**src/logic/aesPkg.sv**
```systemverilog
/* Shared widths, lane count and pipeline latencies for the AES pad generator,
   plus the GF(2^8) byte functions used by the round stages */
package aesPkg;

   // ------------------------------
   // Widths and latencies
   // ------------------------------
   localparam int aesWidth    = 128;
   localparam int seedWidth   = 64;
   localparam int padLanes    = 4;
   // Key-add stage plus ten rounds
   localparam int coreLatency = 11;
   // One more for the join register
   localparam int padLatency  = coreLatency + 1;

   typedef logic [aesWidth-1:0]          aesBlock;
   typedef logic [padLanes*aesWidth-1:0] padWord;

   // ------------------------------
   // GF(2^8) arithmetic
   // ------------------------------

   // Multiply by x, reduced by the AES polynomial
   function automatic logic [7:0] xtime(input logic [7:0] a);
      return {a[6:0], 1'b0} ^ (a[7] ? 8'h1b : 8'h00);
   endfunction

   // Shift-and-add product
   function automatic logic [7:0] gfMul(input logic [7:0] a, input logic [7:0] b);
      logic [7:0] acc;
      logic [7:0] term;
      acc  = 8'h00;
      term = a;
      for (int i = 0; i < 8; i++) begin
         if (b[i]) begin
            acc = acc ^ term;
         end
         term = xtime(term);
      end
      return acc;
   endfunction

   // Inverse as a^254, built from the squares a^2 .. a^128
   // Zero maps to zero, as the S-box needs
   function automatic logic [7:0] gfInv(input logic [7:0] a);
      logic [7:0] sq;
      logic [7:0] inv;
      sq  = a;
      inv = 8'h01;
      for (int i = 1; i < 8; i++) begin
         sq  = gfMul(sq, sq);
         inv = gfMul(inv, sq);
      end
      return inv;
   endfunction

   // S-box: field inverse then the affine map with constant 0x63
   function automatic logic [7:0] sbox(input logic [7:0] x);
      logic [7:0] v;
      v = gfInv(x);
      return v ^ {v[6:0], v[7]} ^ {v[5:0], v[7:6]} ^ {v[4:0], v[7:5]}
             ^ {v[3:0], v[7:4]} ^ 8'h63;
   endfunction

   // Round constant, x^(r-1) for r from 1 to 10
   function automatic logic [7:0] rcon(input int r);
      logic [7:0] c;
      c = 8'h01;
      for (int i = 1; i < 10; i++) begin
         if (i < r) begin
            c = xtime(c);
         end
      end
      return c;
   endfunction

endpackage

```
**src/logic/seedKeyJoin.sv**
```systemverilog
/* Input side of the pad generator. Pairs the seed and key strobes and
   holds the accepted pair for the lane cores */
`timescale 1ns/1ps

module seedKeyJoin (
   input  logic                         clock,
   input  logic                         rst,
   input  logic [aesPkg::seedWidth-1:0] seed,
   input  logic                         seedValid,
   output logic                         seedReady,
   input  aesPkg::aesBlock              key,
   input  logic                         keyValid,
   output logic                         keyReady,
   output logic [aesPkg::seedWidth-1:0] seedReg,
   output aesPkg::aesBlock              keyReg,
   output logic                         go
);
   import aesPkg::*;

   logic accept;

   // Each side is ready exactly when its partner is valid
   assign seedReady = keyValid;
   assign keyReady  = seedValid;
   assign accept    = seedValid & keyValid;

   // Payload capture, only on a joined pair
   always_ff @(posedge clock) begin
      if (accept) begin
         seedReg <= seed;
         keyReg  <= key;
      end
   end

   // One-cycle start pulse per pair
   always_ff @(posedge clock) begin
      if (rst) begin
         go <= 1'b0;
      end else begin
         go <= accept;
      end
   end

endmodule

```
**config.mk**
```make
export PLATFORM = sky130hd
export DESIGN_NAME = seedKeyJoin
export DESIGN_NICKNAME = d
export VERILOG_FILES = /design/src/logic/aesPkg.sv /design/src/logic/seedKeyJoin.sv
export SDC_FILE = /design/constraint.sdc
export NUM_CORES = 1
export LEC_CHECK = 0
export BUFFER_PORTS_ARGS = -buffer_cell sky130_fd_sc_hd__buf_2
export CORE_AREA = 2 2 154 156
export DETAILED_ROUTE_END_ITERATION = 7
export DIE_AREA = 0 0 156 158
export HOLD_SLACK_MARGIN = 0.12
export PLACE_DENSITY_LB_ADDON = 0.25
export SYNTH_ARGS = -nofsm -noshare
export SYNTH_HDL_FRONTEND = slang
export SYNTH_SLANG_ARGS = --single-unit
```
**constraint.sdc**
```tcl
create_clock -name clock -period 9.3 [get_ports clock]
set_input_delay 0.465 -clock clock [delete_from_list [all_inputs] [get_ports clock]]
set_output_delay 0.465 -clock clock [all_outputs]
set_load 0.02 [all_outputs]
```
==> reports/results.tsv <==
metric	value	unit
combinational share of power	0.099	
number of max-cap violations	0	
clock-pin slew on the worst setup and hold paths	0.07	ns
Core Footprint	23100	um^2
initial antenna violation count	2	
hpwl dp	11300	um
first-pass GRT wire length	20800	um
Rows	56	
switch share	0.243	
CTS resizes	0	
crit path max-delay cell type	buf_4	
Ant. Diodes	0	
synthesized cell area	5820	um^2
max incr delay on CP	0.79	ns
Fmax	0.519	GHz
Worst setup startpoint	seedValid	
GRT Resource Usage Total	0.113	
hold buffers post-CTS	0	
CP max FO	76	
net count after synthesis	393	
Slew headroom	0.360	
sequential cell area	5790	um^2
Pwr Density	219	nW/um^2
DR vias/cell	3.91	
WL final	14700	um
Final Max Slew Viols	0	
largest net degree at the start of global routing	77	
Final min period	1.93	ns
layout cell share with drive strength beyond 1	0.682	
RSZ-0062 raised after global routing	no	
Worst EP arrival	1.96	ns
via count	3553	
drt initial violations	188	
multi-input logic area	17.5	um^2
die span in x	156	um
CTS tree	yes	
die area	24600	um^2
Root Buffer	clkbuf_16	
I/O pins	391	
DIE HEIGHT	158	um
sequential area share after synthesis	0.995	
total congestion overflow	0	
fin crit share	0.207	
cell internal pwr	1.44	mW
crit end category	flop	
dpl cell area	8130	um^2
Clk pwr share	0.355	
CTS max path bufs	2	
IR Drop Worst-Case VDD	94.3	uV
drt wl/cell	16.2	um
GPL Wtd Cong	0.747	
Setup Buffers After CTS	0	
design area	8670	um^2
input/output buffers	390	
Mapped Cells	197	
Final Hold Viols	0	
Pre-antenna DRT Iters	4	
DRC	0	
Max H-tree Level	4	
register bit total from synthesis	193	
sequential group share of total power	0.546	
CP cell instances	buf_2 -> and2_4 -> buf_4	
CP required	9.34	ns
synth-to-layout area growth	49.2	%
Final #Nets	802	
Distinct cells, synth	5	
CTS Buf Count	17	
worst hold start	key[64]	
Worst Tran Pin Value	0.960	ns
outcome	finished clean	
HP Class	primary input to flop	
P_leak	3.61	nW
Initial Util	0.252	
setup TNS	0	ns
number of setup violations in the final report	0	
Mean Syn Cell Area	29.5	um^2
worst setup path class	primary input to flop	
P_sw	0.460	mW
DRT antenna net count	0	
CTS Sinks	193	
Synth warnings	0	
# fillers	2183	
vias in the first global route	3741	
startpoint class of the critical path	primary input	
==> synth_stat cells, drive strengths merged <==
master	instances	area, um^2
and2	1	6.26
and3b	1	8.76
buf	2	15.0
dfxtp	1	20.0
edfxtp	192	5770
==> layout make-up <==
class,instances,area share
Clock inverter,12,0.0121
Tap cell,290,0.0418
Clock buffer,20,0.0503
Multi-Input combinational cell,2,0.00202
Timing Repair Buffer,392,0.227
Sequential cell,193,0.667
==> metrics by stage <==
step / worst slack, ns / total power [mW] / cells / hold WS, ns / util
2_1_floorplan: 3.90 / 1.15 / 197 / 0.564 / -
3_3_place_gp: 7.00 / 1.24 / 877 / 0.641 / 0.353
3_5_place_dp: 6.92 / 1.25 / 877 / 0.643 / 0.353
4_1_cts: 7.37 / 1.93 / 909 / 0.186 / 0.376
5_1_grt: 7.25 / 1.98 / 909 / 0.184 / 0.376
6_report: 7.37 / 1.90 / 909 / 0.218 / 0.376
==> final timing paths <==
kind / slack [ns] / end / depth (start not counted)
worst max-delay path: 7.37 / keyReg[116] / 3
worst min-delay path: 0.22 / keyReg[64] / 1
==> critical path, delay by kind of cell <==
family / cells / cell delay (ns)
AND/OR/NAND/NOR: 1 / 0.50
buffers and inverters: 2 / 0.89
==> cells by family after synthesis <==
group | synth area share
DFF | 0.995
and+or+nand+nor | 0.00258
buffers and inverters | 0.00258
==> layer usage <==
layer / track usage / wire (um) / up-vias
met3: 0.0482 / 1510 / 13
li1: - / - / 1613
met1: 0.119 / 5190 / 1714
met2: 0.200 / 7840 / 211
met5: 0 / 13 / -
met4: 0.0450 / 184 / 2
==> registers in the layout, summed over array words and instances, names as in the netlist <==
name	flops
keyReg	128
go	1
seedReg	64
==> power groups by stage <==
| stage | clock [mW] | sequential, mW | combinational (mW) |
|---|---|---|---|
| finish | 0.673 | 1.04 | 0.189 |
| global route | 0.737 | 1.04 | 0.201 |
| CTS | 0.700 | 1.04 | 0.192 |
| detailed placement | 0 | 1.06 | 0.192 |
| global placement | 0 | 1.05 | 0.190 |
| floorplan | 0 | 1.14 | 0.0128 |
==> cells in the final DEF (no fill, tap or decap) <==
cell / count
buf_2: 390
inv_8: 4
and3b_1: 1
buf_4: 2
clkbuf_1: 3
clkbuf_16: 17
and2_4: 1
clkinvlp_4: 8
edfxtp_1: 192
dfxtp_1: 1
Power figures use the tool's default switching activity.
