**src/logic/aesPkg.sv**
```systemverilog
/* Shared widths, lane count and pipeline latencies for the AES pad generator,
   plus the GF(2^8) byte functions used by the round stages */
package aesPkg;

   // ------------------------------
   // Widths and latencies
   // ------------------------------
   localparam int aesWidth    = 128;
   localparam int seedWidth   = 64;
   localparam int padLanes    = 4;
   // Key-add stage plus ten rounds
   localparam int coreLatency = 11;
   // One more for the join register
   localparam int padLatency  = coreLatency + 1;

   typedef logic [aesWidth-1:0]          aesBlock;
   typedef logic [padLanes*aesWidth-1:0] padWord;

   // ------------------------------
   // GF(2^8) arithmetic
   // ------------------------------

   // Multiply by x, reduced by the AES polynomial
   function automatic logic [7:0] xtime(input logic [7:0] a);
      return {a[6:0], 1'b0} ^ (a[7] ? 8'h1b : 8'h00);
   endfunction

   // Shift-and-add product
   function automatic logic [7:0] gfMul(input logic [7:0] a, input logic [7:0] b);
      logic [7:0] acc;
      logic [7:0] term;
      acc  = 8'h00;
      term = a;
      for (int i = 0; i < 8; i++) begin
         if (b[i]) begin
            acc = acc ^ term;
         end
         term = xtime(term);
      end
      return acc;
   endfunction

   // Inverse as a^254, built from the squares a^2 .. a^128
   // Zero maps to zero, as the S-box needs
   function automatic logic [7:0] gfInv(input logic [7:0] a);
      logic [7:0] sq;
      logic [7:0] inv;
      sq  = a;
      inv = 8'h01;
      for (int i = 1; i < 8; i++) begin
         sq  = gfMul(sq, sq);
         inv = gfMul(inv, sq);
      end
      return inv;
   endfunction

   // S-box: field inverse then the affine map with constant 0x63
   function automatic logic [7:0] sbox(input logic [7:0] x);
      logic [7:0] v;
      v = gfInv(x);
      return v ^ {v[6:0], v[7]} ^ {v[5:0], v[7:6]} ^ {v[4:0], v[7:5]}
             ^ {v[3:0], v[7:4]} ^ 8'h63;
   endfunction

   // Round constant, x^(r-1) for r from 1 to 10
   function automatic logic [7:0] rcon(input int r);
      logic [7:0] c;
      c = 8'h01;
      for (int i = 1; i < 10; i++) begin
         if (i < r) begin
            c = xtime(c);
         end
      end
      return c;
   endfunction

endpackage

```
**src/logic/padValidLine.sv**
```systemverilog
/* Output valid for the pad. Delays the join strobe by the core latency
   so it lines up with the lane results */
`timescale 1ns/1ps

module padValidLine (
   input  logic clock,
   input  logic rst,
   input  logic go,
   output logic padValid
);
   import aesPkg::*;

   // One bit per core stage
   logic [coreLatency-1:0] line;

   always_ff @(posedge clock) begin
      if (rst) begin
         line <= '0;
      end else begin
         line <= {line[coreLatency-2:0], go};
      end
   end

   // Oldest strobe meets the final round register
   assign padValid = line[coreLatency-1];

endmodule

```
**config.mk**
```make
export PLATFORM = sky130hd
export DESIGN_NAME = padValidLine
export DESIGN_NICKNAME = d
export VERILOG_FILES = /design/src/logic/aesPkg.sv /design/src/logic/padValidLine.sv
export SDC_FILE = /design/constraint.sdc
export NUM_CORES = 1
export LEC_CHECK = 0
export ABC_AREA = 1
export BUFFER_PORTS_ARGS = -buffer_cell sky130_fd_sc_hd__buf_2
export CORE_AREA = 10 10 47 49
export CTS_CLUSTER_SIZE = 8
export DETAILED_ROUTE_END_ITERATION = 6
export DIE_AREA = 0 0 57 59
export HOLD_SLACK_MARGIN = 0.05
export PLACE_DENSITY = 0.43
export SYNTH_ARGS = -nofsm -noshare
export SYNTH_HDL_FRONTEND = slang
export SYNTH_SLANG_ARGS = --single-unit
```
**constraint.sdc**
```tcl
create_clock -name clock -period 0.8 [get_ports clock]
set_clock_uncertainty 0.1 [all_clocks]
set_input_delay 0.16 -clock clock [delete_from_list [all_inputs] [get_ports clock]]
set_output_delay 0.16 -clock clock [all_outputs]
set_load 0.03 [all_outputs]
```
==> impl_results.md <==
* Worst Path Max Fanout at 1
* Max-cap violations at 0
* Max Clock Freq at a little over 1000 MHz
* Die Ht at 59 µm
* # rows at 14
* Hold slack final at -15.1 ps
* RR Startpoint: line[5]
* Period utilization at 121%
* Syn Area/Cell at between 9 and 10 µm²
* Cells on worst reg2reg path at 2
* CP Capture Type: output pin
* Type of origin of the critical path: flop
* Reg2Reg Setup Slack at approximately 220 ps
* Global-route wire length before repair at roughly 700 µm
* Register bit total from synthesis at 11
* Post-layout min period at 966 ps
* Core area at 1400 µm²
* Fin. Hold Viols at 1
* Largest register FFs at 11
* Yosys top cell by area: dfxtp_1
* Routed Antenna Nets at 0
* Slowest cell on crit path: dfxtp_2
* Unrepaired setup endpoints after global routing: yes
* Clock Power Share at between 30% and 40%
* Max layer used: met4
* Critical path type: reg2out
* GRT Resource Usage Total at approximately 2.9%
* Total Wirelength at ~380 µm
* Switching Fraction at approximately a fifth
* Syn nets at 37
* Cell family contributing the most delay on the critical path: flip-flops
* Yosys warns at 0
* Initial antenna violation count at 0
* Biggest registers after layout: line: 11 flops
* DR vias/cell at ~3.5
* Hold WC Path Type: in2reg
* Clk slew on worst S/H paths at ~70 ps
* Level count of the clock H-tree at 1
* Post-CTS Setup Bufs at 0
* Number of buffers and inverters on the critical path at 1
* # IOs at 4
* Mapped Cells at 34
* Clock latency on the worst-skew pair at 270 ps
* Number of remaining DRC errors at 0
* Leakage at 0.158 nW
* Largest Register: line
* CP Depth at 1
* Netlist cell types at 4
* Worst-case clock buffer depth at 2
* Post-layout net count at 44
* Die W at around 57 µm
* Fin. max-slew vios at 0
* Via count at just under 200
* Sequential share of the synthesized area at between 70 and 80%
* Most frequent cells in the layout: 11 x inv_1, 11 x nor2_1, 10 x dfxtp_1, 3 x clkbuf_4, 2 x buf_2
* Pre-CTS setup slack at 73.2 ps
* Area of the die at about 3400 µm²
* Critical Path End: padValid
* Worst setup margin at -166 ps
* Failing checks: hold timing, setup timing
* CP Data Arrival Time at about 700 ps
* FF-to-FF End: line[6]
* Pwr/cell area at between 2000 and 3000 nW/µm²
* CTS tree: yes
* Vias in the first global route at 170
* Post-synth top area share at a little over two thirds
* Layout cell share with drive strength beyond 1 at about 20%
* WL met3 at 51 µm
* Critical Path RT at between 500 and 600 ps
* Cts bufs inserted at 3
* Slew margin rel. at ~87%
* Clock Sinks at 11
* Sequential group share of total power at between 50% and 60%
* Cell Area, Synth at roughly 310 µm²
* Worst path max stage delay at about 320 ps
* Initial core utilization at ~22%
* Setup TNS at -166 ps
* Cell internal pwr at around 750 µW
* Status: complete, but fails checks
* Switching pwr at 202 µW
* Met2 wire len at about 160 µm
* Antenna cell count at 0
* CP startpoint: line[10]
* Drt initial violations at 0
* Least-Margin Pin Slew at between 150 and 200 ps
* 1st-pass router iterations at 1
* VDD IR-drop max at 1.16 mV
* Largest cells by area after synthesis: dfxtp_1 70%, inv_1 13%, nor2_1 13%
* Worst Hold Path Cells at 3
* # setup viols final at 1
* Largest net degree at the start of global routing at 12
* Clk root buf: clkbuf_4
* M1 wire length at around 160 µm
* Remaining Overflow, GRT at 0
* Area Overhead vs Synth at 18.7%
* DP HPWL at between 200 and 300 µm
* GP Congestion at roughly 0.6
* Routed length per placed instance at between 6 and 7 µm
* Logic pwr share at 2.0%
* Hold wc startpoint: go
* CP Cell Sequence: buf_6
* Port bufs at 3
==> how the worst min path moves through the flow <==
stage | end | slack [ps]
after floorplan | line[8] | 130
after global placement | line[0] | 260
after detailed placement | line[0] | 270
after CTS | line[0] | -20
after global routing | line[0] | 5
final | line[0] | -20
==> metal layers <==
layer,global-route usage [%],up-vias
met5,0,-
met4,2.01,0
met3,3.43,2
met2,3.72,7
met1,2.39,85
li1,-,101
==> cells by family after synthesis <==
group	count (synthesis)	synth area share, %
buffers and inverters	12	16.7
flip-flops	11	70.1
AND/OR/NAND/NOR	11	13.1
==> stage by stage <==
step	instances	total power [mW]	hold slack (ps)	area [µm²]	utilization, %
6_report	56	0.949	-15.1	373	26.6
5_1_grt	56	0.994	5.14	373	26.6
4_1_cts	56	0.970	-22.1	373	26.6
3_5_place_dp	52	0.589	266	338	24.1
3_3_place_gp	52	0.589	263	338	24.1
2_1_floorplan	34	0.586	131	314	-
==> area by class of cell <==
class	count	area, µm²
Fill cell	154	1030
Multi-Input combinational cell	11	41.3
Inverter	11	41.3
Tap cell	16	20.0
Timing Repair Buffer	3	21.3
Clock buffer	3	22.5
Clock inverter	1	5.00
Sequential cell	11	221
==> power by group through the flow <==
stage	Clock, mW	Sequential (mW)	Combinational [mW]
2_1_floorplan	0	0.569	0.0162
3_3_place_gp	0	0.570	0.0193
3_5_place_dp	0	0.570	0.0193
4_1_cts	0.394	0.557	0.0194
5_1_grt	0.414	0.557	0.0234
6_report	0.374	0.557	0.0187
==> timing repair <==
| action | in CTS | in global routing |
|---|---|---|
| pin swaps | 0 | 0 |
| endpoints found under the hold margin | 1 | 1 |
| endpoints found under the setup margin | 1 | 1 |
| gates resized for setup | 3 | 0 |
==> cells in the mapped netlist, drive strengths merged <==
master   n
inv     11
buf      1
dfxtp   11
nor2    11
Power figures use the tool's default switching activity.
